===== src/design/fpu_dma_pkg.sv =====
package fpu_dma_pkg;

    // Bus and line geometry
    localparam int ADDR_BITS  = 32;
    localparam int LINE_BITS  = 512;
    localparam int LANES      = 16;
    localparam int LANE_BITS  = LINE_BITS / LANES;
    localparam int LINE_BYTES = LINE_BITS / 8;

    // Result buffer depth, also the longest job
    localparam int LINES_MAX  = 4;

    typedef logic [ADDR_BITS-1:0]          addr_t;
    typedef logic [LINE_BITS-1:0]          line_t;
    typedef logic [LANE_BITS-1:0]          lane_t;

    // Job length, 1 to LINES_MAX
    typedef logic [2:0]                    line_count_t;
    typedef logic [$clog2(LINES_MAX)-1:0]  line_index_t;

    // Added to the biased exponent of each lane
    typedef logic signed [7:0]             scale_t;

    typedef enum logic [1:0] {
        OP_ABS,
        OP_NEG,
        OP_SCALE
    } fpu_op_t;

    // Codes seen by the memory controller
    typedef enum logic [1:0] {
        DMA_IDLE  = 2'd0,
        DMA_READ  = 2'd1,
        DMA_WRITE = 2'd3
    } dma_op_t;

    typedef enum logic [1:0] {
        START,
        ACTIVE,
        DONE
    } dma_state_t;

    typedef enum logic [1:0] {
        IDLE,
        READ,
        WRITE,
        FINISH
    } seq_state_t;

    // Own idle label, the sequencer already owns IDLE
    typedef enum logic [1:0] {
        MEM_IDLE,
        BUSY,
        RETIRE
    } mem_state_t;

endpackage

===== src/design/fpu_dma_top.sv =====
`timescale 1ns/100ps

module fpu_dma_top
    import fpu_dma_pkg::*;
(
    input  logic        clk,
    input  logic        rst_n,
    input  logic        start,
    input  addr_t       cmd_src,
    input  addr_t       cmd_dst,
    input  line_count_t cmd_lines,
    input  fpu_op_t     cmd_op,
    input  scale_t      cmd_scale,
    input  logic        mem_ack,
    input  line_t       mem_rdata,
    output logic        busy,
    output logic        done,
    output logic        mem_req,
    output logic        mem_we,
    output addr_t       mem_addr,
    output line_t       mem_wdata
);

    // Sequencer to DMA controller
    logic        request;
    logic        rd_wr;
    addr_t       req_address;
    line_count_t request_size;
    logic        request_done;
    fpu_op_t     job_op;
    scale_t      job_scale;
    logic        buffer_clear;

    // DMA controller to memory controller
    dma_op_t     op;
    addr_t       raw_address;
    line_index_t address_offset;
    line_t       bus_write_data;
    logic        tx_done;

    // Read and write paths
    logic        rd_valid;
    line_t       read_line;
    line_index_t read_index;
    logic        lane_valid;
    line_t       lane_line;
    line_index_t lane_index;
    line_index_t line_index;
    line_t       write_line;
    logic        fpu_ready;

    fpu_job_sequencer i_fpu_job_sequencer (
        .clk          (clk),
        .rst_n        (rst_n),
        .start        (start),
        .cmd_src      (cmd_src),
        .cmd_dst      (cmd_dst),
        .cmd_lines    (cmd_lines),
        .cmd_op       (cmd_op),
        .cmd_scale    (cmd_scale),
        .request_done (request_done),
        .request      (request),
        .rd_wr        (rd_wr),
        .address      (req_address),
        .request_size (request_size),
        .job_op       (job_op),
        .job_scale    (job_scale),
        .buffer_clear (buffer_clear),
        .busy         (busy),
        .done         (done)
    );

    fpu_dma_ctrl i_fpu_dma_ctrl (
        .clk                     (clk),
        .rst_n                   (rst_n),
        .request                 (request),
        .rd_wr                   (rd_wr),
        .address                 (req_address),
        .request_size            (request_size),
        .fpu_ready               (fpu_ready),
        .write_line              (write_line),
        .tx_done                 (tx_done),
        .request_done            (request_done),
        .line_index              (line_index),
        .op                      (op),
        .raw_address             (raw_address),
        .address_offset          (address_offset),
        .common_data_bus_read_in (bus_write_data)
    );

    line_mem_ctrl i_line_mem_ctrl (
        .clk                     (clk),
        .rst_n                   (rst_n),
        .op                      (op),
        .raw_address             (raw_address),
        .address_offset          (address_offset),
        .common_data_bus_read_in (bus_write_data),
        .mem_ack                 (mem_ack),
        .mem_rdata               (mem_rdata),
        .tx_done                 (tx_done),
        .rd_valid                (rd_valid),
        .read_line               (read_line),
        .read_index              (read_index),
        .mem_req                 (mem_req),
        .mem_we                  (mem_we),
        .mem_addr                (mem_addr),
        .mem_wdata               (mem_wdata)
    );

    fpu_lane_array i_fpu_lane_array (
        .clk       (clk),
        .rst_n     (rst_n),
        .in_valid  (rd_valid),
        .in_line   (read_line),
        .in_index  (read_index),
        .job_op    (job_op),
        .job_scale (job_scale),
        .out_valid (lane_valid),
        .out_line  (lane_line),
        .out_index (lane_index)
    );

    fpu_line_buffer i_fpu_line_buffer (
        .clk       (clk),
        .rst_n     (rst_n),
        .clear     (buffer_clear),
        .wr_valid  (lane_valid),
        .wr_line   (lane_line),
        .wr_index  (lane_index),
        .rd_index  (line_index),
        .rd_line   (write_line),
        .fpu_ready (fpu_ready)
    );

endmodule


===== src/design/fpu_line_buffer.sv =====
`timescale 1ns/100ps

module fpu_line_buffer
    import fpu_dma_pkg::*;
(
    input  logic        clk,
    input  logic        rst_n,
    input  logic        clear,
    input  logic        wr_valid,
    input  line_t       wr_line,
    input  line_index_t wr_index,
    input  line_index_t rd_index,
    output line_t       rd_line,
    output logic        fpu_ready
);

    line_t                slots [LINES_MAX];
    logic [LINES_MAX-1:0] slot_valid;

    // A new job drops every result of the last one
    always_ff @(posedge clk) begin
        if (!rst_n) begin
            slot_valid <= '0;
        end else begin
            if (clear) begin
                slot_valid <= '0;
            end
            if (wr_valid) begin
                slot_valid[wr_index] <= 1'b1;
            end
        end
    end

    always_ff @(posedge clk) begin
        if (wr_valid) begin
            slots[wr_index] <= wr_line;
        end
    end

    // Read side is combinational for the write path
    assign rd_line   = slots[rd_index];
    assign fpu_ready = slot_valid[rd_index];

endmodule


===== src/design/fpu_lane_array.sv =====
`timescale 1ns/100ps

module fpu_lane_array
    import fpu_dma_pkg::*;
(
    input  logic        clk,
    input  logic        rst_n,
    input  logic        in_valid,
    input  line_t       in_line,
    input  line_index_t in_index,
    input  fpu_op_t     job_op,
    input  scale_t      job_scale,
    output logic        out_valid,
    output line_t       out_line,
    output line_index_t out_index
);

    line_t result;

    // Exponent shift with saturation and flush to zero
    function automatic lane_t scale_lane(lane_t value, scale_t scale);
        logic              sign;
        logic [7:0]        exp_in;
        logic signed [9:0] exp_sum;
        begin
            sign    = value[31];
            exp_in  = value[30:23];
            exp_sum = $signed({2'b00, exp_in}) + scale;
            if (exp_in == 8'hFF) begin
                scale_lane = value;
            end else if (exp_in == 8'h00) begin
                // Zero and subnormal inputs
                scale_lane = {sign, 31'b0};
            end else if (exp_sum > 10'sd254) begin
                scale_lane = {sign, 8'hFF, 23'b0};
            end else if (exp_sum < 10'sd1) begin
                scale_lane = {sign, 31'b0};
            end else begin
                scale_lane = {sign, exp_sum[7:0], value[22:0]};
            end
        end
    endfunction

    function automatic lane_t lane_op(lane_t value, fpu_op_t op, scale_t scale);
        case (op)
            OP_ABS:   lane_op = {1'b0, value[30:0]};
            OP_NEG:   lane_op = {~value[31], value[30:0]};
            OP_SCALE: lane_op = scale_lane(value, scale);
            default:  lane_op = value;
        endcase
    endfunction

    always_comb begin
        for (int i = 0; i < LANES; i++) begin
            result[i*LANE_BITS +: LANE_BITS] =
                lane_op(in_line[i*LANE_BITS +: LANE_BITS], job_op, job_scale);
        end
    end

    always_ff @(posedge clk) begin
        if (!rst_n) begin
            out_valid <= 1'b0;
        end else begin
            out_valid <= in_valid;
        end
    end

    // Slot index rides along with its line
    always_ff @(posedge clk) begin
        if (in_valid) begin
            out_line  <= result;
            out_index <= in_index;
        end
    end

endmodule


===== src/design/line_mem_ctrl.sv =====
`timescale 1ns/100ps

module line_mem_ctrl
    import fpu_dma_pkg::*;
(
    input  logic        clk,
    input  logic        rst_n,
    input  dma_op_t     op,
    input  addr_t       raw_address,
    input  line_index_t address_offset,
    input  line_t       common_data_bus_read_in,
    input  logic        mem_ack,
    input  line_t       mem_rdata,
    output logic        tx_done,
    output logic        rd_valid,
    output line_t       read_line,
    output line_index_t read_index,
    output logic        mem_req,
    output logic        mem_we,
    output addr_t       mem_addr,
    output line_t       mem_wdata
);

    mem_state_t state;
    logic       launch;

    // Op is only looked at in idle, never while retiring
    assign launch = (state == MEM_IDLE) && (op != DMA_IDLE);

    always_ff @(posedge clk) begin
        if (!rst_n) begin
            state  <= MEM_IDLE;
            mem_we <= 1'b0;
        end else begin
            case (state)
                MEM_IDLE: begin
                    if (launch) begin
                        state  <= BUSY;
                        mem_we <= (op == DMA_WRITE);
                    end
                end
                BUSY: begin
                    if (mem_ack) begin
                        state <= RETIRE;
                    end
                end
                default: begin
                    state <= MEM_IDLE;
                end
            endcase
        end
    end

    always_ff @(posedge clk) begin
        if (launch) begin
            mem_addr   <= raw_address + addr_t'(address_offset) * addr_t'(LINE_BYTES);
            mem_wdata  <= common_data_bus_read_in;
            read_index <= address_offset;
        end
        if ((state == BUSY) && mem_ack && !mem_we) begin
            read_line <= mem_rdata;
        end
    end

    assign mem_req  = (state == BUSY);
    assign tx_done  = (state == RETIRE);
    assign rd_valid = tx_done && !mem_we;

endmodule


===== src/design/fpu_dma_ctrl.sv =====
`timescale 1ns/100ps

module fpu_dma_ctrl
    import fpu_dma_pkg::*;
(
    input  logic        clk,
    input  logic        rst_n,
    input  logic        request,
    input  logic        rd_wr,
    input  addr_t       address,
    input  line_count_t request_size,
    input  logic        fpu_ready,
    input  line_t       write_line,
    input  logic        tx_done,
    output logic        request_done,
    output line_index_t line_index,
    output dma_op_t     op,
    output addr_t       raw_address,
    output line_index_t address_offset,
    output line_t       common_data_bus_read_in
);

    dma_state_t  state;
    dma_state_t  next_state;
    line_count_t req_count;

    always_ff @(posedge clk) begin
        if (!rst_n) begin
            state <= START;
        end else begin
            state <= next_state;
        end
    end

    // One count per finished line transaction
    always_ff @(posedge clk) begin
        if (!rst_n) begin
            req_count <= '0;
        end else if (state != ACTIVE) begin
            req_count <= '0;
        end else if (tx_done) begin
            req_count <= req_count + 1'b1;
        end
    end

    assign line_index = line_index_t'(req_count);

    always_comb begin
        next_state              = state;
        op                      = DMA_IDLE;
        raw_address             = '0;
        address_offset          = '0;
        common_data_bus_read_in = '0;
        request_done            = 1'b0;
        case (state)
            START: begin
                if (request) begin
                    next_state = ACTIVE;
                end
            end
            ACTIVE: begin
                raw_address    = address;
                address_offset = line_index;
                if (req_count == request_size) begin
                    next_state = DONE;
                end else if (!rd_wr) begin
                    op = DMA_READ;
                end else if (fpu_ready) begin
                    // Hold off writes until the lane result has landed
                    op                      = DMA_WRITE;
                    common_data_bus_read_in = write_line;
                end
            end
            DONE: begin
                request_done = 1'b1;
                next_state   = START;
            end
            default: begin
                next_state = START;
            end
        endcase
    end

endmodule


===== src/design/fpu_job_sequencer.sv =====
`timescale 1ns/100ps

module fpu_job_sequencer
    import fpu_dma_pkg::*;
(
    input  logic        clk,
    input  logic        rst_n,
    input  logic        start,
    input  addr_t       cmd_src,
    input  addr_t       cmd_dst,
    input  line_count_t cmd_lines,
    input  fpu_op_t     cmd_op,
    input  scale_t      cmd_scale,
    input  logic        request_done,
    output logic        request,
    output logic        rd_wr,
    output addr_t       address,
    output line_count_t request_size,
    output fpu_op_t     job_op,
    output scale_t      job_scale,
    output logic        buffer_clear,
    output logic        busy,
    output logic        done
);

    seq_state_t state;
    addr_t      src_addr;
    addr_t      dst_addr;
    logic       accept;

    // Zero-length jobs and starts during a job are dropped
    assign accept = start && (state == IDLE) && (cmd_lines != '0);

    always_ff @(posedge clk) begin
        if (!rst_n) begin
            state <= IDLE;
        end else begin
            case (state)
                IDLE: begin
                    if (accept) begin
                        state <= READ;
                    end
                end
                READ: begin
                    if (request_done) begin
                        state <= WRITE;
                    end
                end
                WRITE: begin
                    if (request_done) begin
                        state <= FINISH;
                    end
                end
                default: begin
                    state <= IDLE;
                end
            endcase
        end
    end

    // Command stays fixed for the whole job
    always_ff @(posedge clk) begin
        if (accept) begin
            src_addr     <= cmd_src;
            dst_addr     <= cmd_dst;
            request_size <= cmd_lines;
            job_op       <= cmd_op;
            job_scale    <= cmd_scale;
        end
    end

    // Request stays up across the read to write change, only rd_wr flips
    assign request      = (state == READ) || (state == WRITE);
    assign rd_wr        = (state == WRITE);
    assign address      = rd_wr ? dst_addr : src_addr;
    assign buffer_clear = accept;
    assign busy         = (state != IDLE);
    assign done         = (state == FINISH);

endmodule


===== config.mk =====
export PLATFORM = sky130hd
export DESIGN_NAME = fpu_dma_top
export DESIGN_NICKNAME = d
export VERILOG_FILES = /design/src/design/fpu_dma_pkg.sv /design/src/design/fpu_dma_top.sv /design/src/design/fpu_line_buffer.sv /design/src/design/fpu_lane_array.sv /design/src/design/line_mem_ctrl.sv /design/src/design/fpu_dma_ctrl.sv /design/src/design/fpu_job_sequencer.sv
export SDC_FILE = /design/constraint.sdc
export NUM_CORES = 2
export LEC_CHECK = 0
export BUFFER_PORTS_ARGS = -buffer_cell sky130_fd_sc_hd__buf_2
export CELL_PAD_IN_SITES_DETAIL_PLACEMENT = 0
export CELL_PAD_IN_SITES_GLOBAL_PLACEMENT = 1
export CORE_UTILIZATION = 45
export CTS_BUF_LIST = sky130_fd_sc_hd__clkbuf_4 sky130_fd_sc_hd__clkbuf_8
export CTS_CLUSTER_DIAMETER = 50
export DETAILED_ROUTE_END_ITERATION = 8
export MAX_ROUTING_LAYER = met4
export PLACE_DENSITY = 0.68
export SYNTH_ARGS = -nofsm -noshare
export SYNTH_HDL_FRONTEND = slang
export SYNTH_SLANG_ARGS = --single-unit

===== constraint.sdc =====
create_clock -name clk -period 59.8 [get_ports clk]
set_input_delay 14.95 -clock clk [delete_from_list [all_inputs] [get_ports clk]]
set_output_delay 14.95 -clock clk [all_outputs]
set_load 0.05 [all_outputs]

==> metrics.txt <==
# TYPE chip_impl_metric gauge
chip_impl_metric{name="worstHoldPathCells",unit=""} 0
chip_impl_metric{name="slew_violations",unit=""} 0
chip_impl_metric{name="required_arrival_time_at_the_worst_endpoint",unit="ns"} 60.55
chip_impl_metric{name="layout-drive-gt1-share",unit="%"} 30.84
chip_impl_metric{name="boundaryPins",unit=""} 1141
chip_impl_metric{name="gr_usage_total",unit="%"} 22.05
chip_impl_metric{name="register_area",unit="mm²"} 0.1113
chip_impl_metric{name="synth_enable_flop_cells",unit=""} 3697
chip_impl_metric{name="post_synthesis_net_count",unit=""} 7776
chip_impl_metric{name="synthesis.yosys.warnings",unit=""} 0
chip_impl_metric{name="clkTransAtPathRegs",unit="ns"} 0.06
chip_impl_metric{name="critical_path_peak_fanout",unit=""} 52
chip_impl_metric{name="place.detailed.hpwl",unit="mm"} 209.9
chip_impl_metric{name="post_synth_inst_count",unit=""} 7015
chip_impl_info{name="hold_path.class",value="reg2reg"} 1
chip_impl_metric{name="max_slew_margin",unit="%"} 20.52
chip_impl_metric{name="post_synthesis_share_of_cell_area_spent_on_xor_and_xnor_gates",unit="%"} 0.7290
chip_impl_metric{name="worstPathArrival",unit="ns"} 18.95
chip_impl_info{name="outcome",value="complete, no violations"} 1
chip_impl_metric{name="dpl-instance-area",unit="mm²"} 0.1517
chip_impl_metric{name="power.static_leakage",unit="nW"} 53.75
chip_impl_info{name="critical_path.most_common_cell",value="sky130_fd_sc_hd__buf_4"} 1
chip_impl_metric{name="cts_max_path_buffers",unit=""} 4
chip_impl_metric{name="multiInputGateArea",unit="mm²"} 0.02804
chip_impl_metric{name="peakVddDrop",unit="mV"} 0.02866
chip_impl_metric{name="cts_hold_repair.buffers",unit=""} 0
chip_impl_metric{name="placeableCoreArea",unit="mm²"} 0.3099
chip_impl_metric{name="die_height",unit="µm"} 560.9
chip_impl_metric{name="reg2reg_depth",unit=""} 10
chip_impl_info{name="dominantRegCellSynth",value="sky130_fd_sc_hd__edfxtp_1"} 1
chip_impl_info{name="clockRootBuffer",value="sky130_fd_sc_hd__clkbuf_8"} 1
chip_impl_metric{name="nFillCells",unit=""} 24810
chip_impl_metric{name="routed-via-count",unit=""} 71920
chip_impl_metric{name="clkLatencyLatePin",unit="ns"} 1.17
chip_impl_metric{name="design.final.nets",unit=""} 9407
chip_impl_metric{name="global_route.overflow_total",unit=""} 0
chip_impl_info{name="yosysTopAreaCell",value="sky130_fd_sc_hd__edfxtp_1"} 1
chip_impl_metric{name="overall_die_area",unit="mm²"} 0.3146
chip_impl_info{name="startpoint_type",value="input port"} 1
chip_impl_metric{name="wl_final",unit="mm"} 342.6
chip_impl_metric{name="setup-violations-final",unit=""} 0
chip_impl_metric{name="grt_max_degree",unit=""} 149
chip_impl_metric{name="number_of_buffers_inserted_during_clock_tree_synthesis",unit=""} 606
chip_impl_metric{name="adder_and_majority_cell_fraction_of_the_synthesized_area",unit="%"} 1.586
chip_impl_info{name="grt_setup_unrepaired",value="no"} 1
chip_impl_metric{name="sequential_cell_area_fraction_in_the_yosys_report",unit="%"} 79.19
chip_impl_metric{name="post_cts_resize_count",unit=""} 0
chip_impl_metric{name="finalCritPeriodShare",unit="%"} 30.43
chip_impl_metric{name="synthMuxAreaShare",unit="%"} 8.450
chip_impl_metric{name="max_clock_freq",unit="MHz"} 54.95
chip_impl_metric{name="first_iter_violations",unit=""} 6600
chip_impl_info{name="cts_tree",value="done"} 1
chip_impl_metric{name="route.detailed.vias_per_inst",unit=""} 5.414
chip_impl_metric{name="effective_utilization_at_floorplan",unit="%"} 45.36
chip_impl_metric{name="number_of_global_route_vias_before_repair",unit=""} 73000
chip_impl_info{name="synth.top_cells.by_area",value="sky130_fd_sc_hd__edfxtp_1 79%, sky130_fd_sc_hd__mux4_2 8.2%, sky130_fd_sc_hd__nor2b_1 3.2%, sky130_fd_sc_hd__ha_1 1.3%, sky130_fd_sc_hd__a21oi_1 0.64%"} 1
chip_impl_metric{name="synthSimpleGateAreaFrac",unit="%"} 6.331
chip_impl_metric{name="max_cap_violations",unit=""} 0
chip_impl_metric{name="synth_top_area_share",unit="%"} 78.98
chip_impl_metric{name="layout.cell_area.non_filler",unit="mm²"} 0.1635
chip_impl_metric{name="synth_compound_area_share",unit="%"} 2.766
chip_impl_metric{name="sum_of_negative_setup_slack",unit="ns"} 0
chip_impl_info{name="crit_chain",value="buf_2, nand2_1, nor2_4, buf_4, buf_4, buf_4, buf_4, buf_4"} 1
chip_impl_metric{name="synth_cell_types",unit=""} 96
chip_impl_metric{name="critical-path-max-stage-delay",unit="ns"} 0.76
chip_impl_info{name="critical_path.top_delay_family",value="buffers and inverters"} 1
chip_impl_metric{name="post_synth.cell_area_avg",unit="µm²"} 20.04
chip_impl_metric{name="synth.cell_area",unit="mm²"} 0.1406
chip_impl_metric{name="drt-pass1-iter-count",unit=""} 6
chip_impl_metric{name="numClockSinks",unit=""} 3712
chip_impl_metric{name="gp_congestion",unit=""} 0.8411
chip_impl_metric{name="ys_async_sr_fraction",unit="%"} 0
chip_impl_metric{name="worst_slew_pin_slew",unit="ns"} 1.192
chip_impl_metric{name="io_buffers",unit=""} 1140
chip_impl_metric{name="power_density",unit="mW/mm²"} 39.93
chip_impl_metric{name="antenna_violations_before_repair",unit=""} 126
chip_impl_info{name="worst_path_max_delay_cell",value="sky130_fd_sc_hd__buf_4"} 1
chip_impl_metric{name="drc_errors",unit=""} 0
chip_impl_info{name="combinational_family_with_the_most_area_after_synthesis",value="multiplexers"} 1
chip_impl_metric{name="rows",unit=""} 204
chip_impl_metric{name="critical_path.n_buffers_inverters",unit=""} 6
chip_impl_info{name="worst_setup_path_end_kind",value="register"} 1
chip_impl_metric{name="crit_cells",unit=""} 8
chip_impl_metric{name="postRouteAntennaNets",unit=""} 0
chip_impl_metric{name="dieWidth",unit="µm"} 560.9
chip_impl_metric{name="cts.repair_timing.setup_buffer_count",unit=""} 0
chip_impl_metric{name="htree_levels",unit=""} 6
chip_impl_metric{name="hold_viol",unit=""} 0
chip_impl_metric{name="synthesis_stage_register_bit_count",unit=""} 3712
chip_impl_metric{name="skew",unit="ns"} 0.07323
chip_impl_info{name="critPathKind",value="in2reg"} 1
chip_impl_metric{name="first_pass_grt_wire_length",unit="mm"} 492.9
chip_impl_metric{name="area.growth.synth_to_final",unit="%"} 16.30
chip_impl_metric{name="timing.final.crit_period",unit="ns"} 18.20
chip_impl_metric{name="wl_per_cell",unit="µm"} 25.80
state kept, by name, indices dropped and copies added (netlist names), 3 cells and up:
| register | flops |
|---|---|
| i_line_mem_ctrl.mem_addr | 32 |
| i_fpu_lane_array.out_line | 512 |
| i_fpu_job_sequencer.src_addr | 32 |
| i_fpu_job_sequencer.dst_addr | 32 |
| i_fpu_job_sequencer.request_size | 3 |
| i_fpu_line_buffer.slots | 2048 |
| i_fpu_job_sequencer.job_scale | 8 |
| i_fpu_dma_ctrl.req_count | 3 |
| i_fpu_line_buffer.slot_valid | 4 |
| i_line_mem_ctrl.mem_wdata | 512 |
| i_line_mem_ctrl.read_line | 512 |
Yosys cell counts (35+ instances only):
cell	number
sky130_fd_sc_hd__edfxtp_1	3697
sky130_fd_sc_hd__nor2b_1	729
sky130_fd_sc_hd__mux4_2	513
sky130_fd_sc_hd__nor2_1	221
sky130_fd_sc_hd__clkbuf_1	219
sky130_fd_sc_hd__a21oi_1	180
sky130_fd_sc_hd__ha_1	151
sky130_fd_sc_hd__and2_1	125
sky130_fd_sc_hd__o21ai_0	121
sky130_fd_sc_hd__nand2_1	114
sky130_fd_sc_hd__inv_1	92
sky130_fd_sc_hd__xnor2_1	63
sky130_fd_sc_hd__and3_1	61
sky130_fd_sc_hd__xor2_1	54
sky130_fd_sc_hd__nor3_1	52
sky130_fd_sc_hd__nand4_1	51
sky130_fd_sc_hd__o22a_1	39
sky130_fd_sc_hd__nor4_1	35
logic make-up after synthesis:
kind of cell / count (synthesis)
AO/OA/AOI/OAI: 584
adder cells (fa/ha/maj): 168
AND/OR/NAND/NOR: 1551
flip-flops: 3712
multiplexers: 545
XOR/XNOR: 117
buffers and inverters: 338
area by class of cell:
| class | instances | share of cell area [%] |
|---|---|---|
| clock inverter | 257 | 1.049 |
| sequential | 3712 | 68.10 |
| tap | 4120 | 3.154 |
| timing repair buffer | 1269 | 4.175 |
| inverter | 92 | 0.2136 |
| multi-input combinational | 2965 | 17.15 |
| clock buffer | 816 | 6.078 |
| antenna | 51 | 0.07807 |
path summary, 6_finish.rpt:
check | slack, ns | startpoint | to
max | 41.60 | mem_ack | i_line_mem_ctrl.read_line[83]$_DFFE_PP_
min | 0.42 | i_line_mem_ctrl.read_index[1]$_DFFE_PP_ | i_fpu_lane_array.out_index[1]$_DFFE_PP_
max reg2reg | 53.11 | i_fpu_dma_ctrl.req_count[1]$_SDFFE_PP0N_ | i_line_mem_ctrl.mem_wdata[75]$_SDFFCE_PP0P_
min reg2reg | 0.42 | i_line_mem_ctrl.read_index[1]$_DFFE_PP_ | i_fpu_lane_array.out_index[1]$_DFFE_PP_
through the flow:
stage | cells | hold slack (ns) | power (mW) | utilization (%) | setup slack, ns
floorplan | 7015 | 0.4003 | 4.295 | - | 20.30
global placement | 12160 | 0.4043 | 4.445 | 48.95 | 40.37
detailed placement | 12160 | 0.4098 | 4.457 | 48.95 | 40.32
CTS | 13230 | 0.4263 | 6.592 | 52.71 | 41.60
global route | 13270 | 0.4303 | 6.771 | 52.74 | 41.38
finish | 13280 | 0.4247 | 6.528 | 52.75 | 41.60
report_power, final:
part / internal, mW / switching (mW)
Sequential: 3.14 / 0.111
Combinational: 0.255 / 0.895
Clock: 1.12 / 1.00
metal layers:
metal	wire (µm)	track usage, %	part of all wire, %
met3	23790	3.686	6.9
met5	0	-	0
met2	165400	34.48	48
met1	143000	29.48	42
met4	10530	7.621	3.1
placed cells by master, fill, tap and decap left out, types with 35 or more instances in the layout:
cell type,instances
sky130_fd_sc_hd__clkbuf_4,207
sky130_fd_sc_hd__buf_4,117
sky130_fd_sc_hd__diode_2,51
sky130_fd_sc_hd__a21oi_1,177
sky130_fd_sc_hd__and2_1,125
sky130_fd_sc_hd__mux4_2,513
sky130_fd_sc_hd__xor2_1,54
sky130_fd_sc_hd__inv_1,89
sky130_fd_sc_hd__nand4_1,51
sky130_fd_sc_hd__o22a_1,39
sky130_fd_sc_hd__clkinv_1,136
sky130_fd_sc_hd__buf_2,1140
sky130_fd_sc_hd__ha_1,150
sky130_fd_sc_hd__edfxtp_1,3697
sky130_fd_sc_hd__clkinv_2,49
sky130_fd_sc_hd__nor3_1,52
sky130_fd_sc_hd__o21ai_0,121
sky130_fd_sc_hd__nand2_1,114
sky130_fd_sc_hd__nor2b_1,728
sky130_fd_sc_hd__xnor2_1,63
sky130_fd_sc_hd__clkbuf_8,609
sky130_fd_sc_hd__and3_1,60
sky130_fd_sc_hd__nor2_1,217
sky130_fd_sc_hd__nor4_1,35
(Power assumes the default switching activity.)
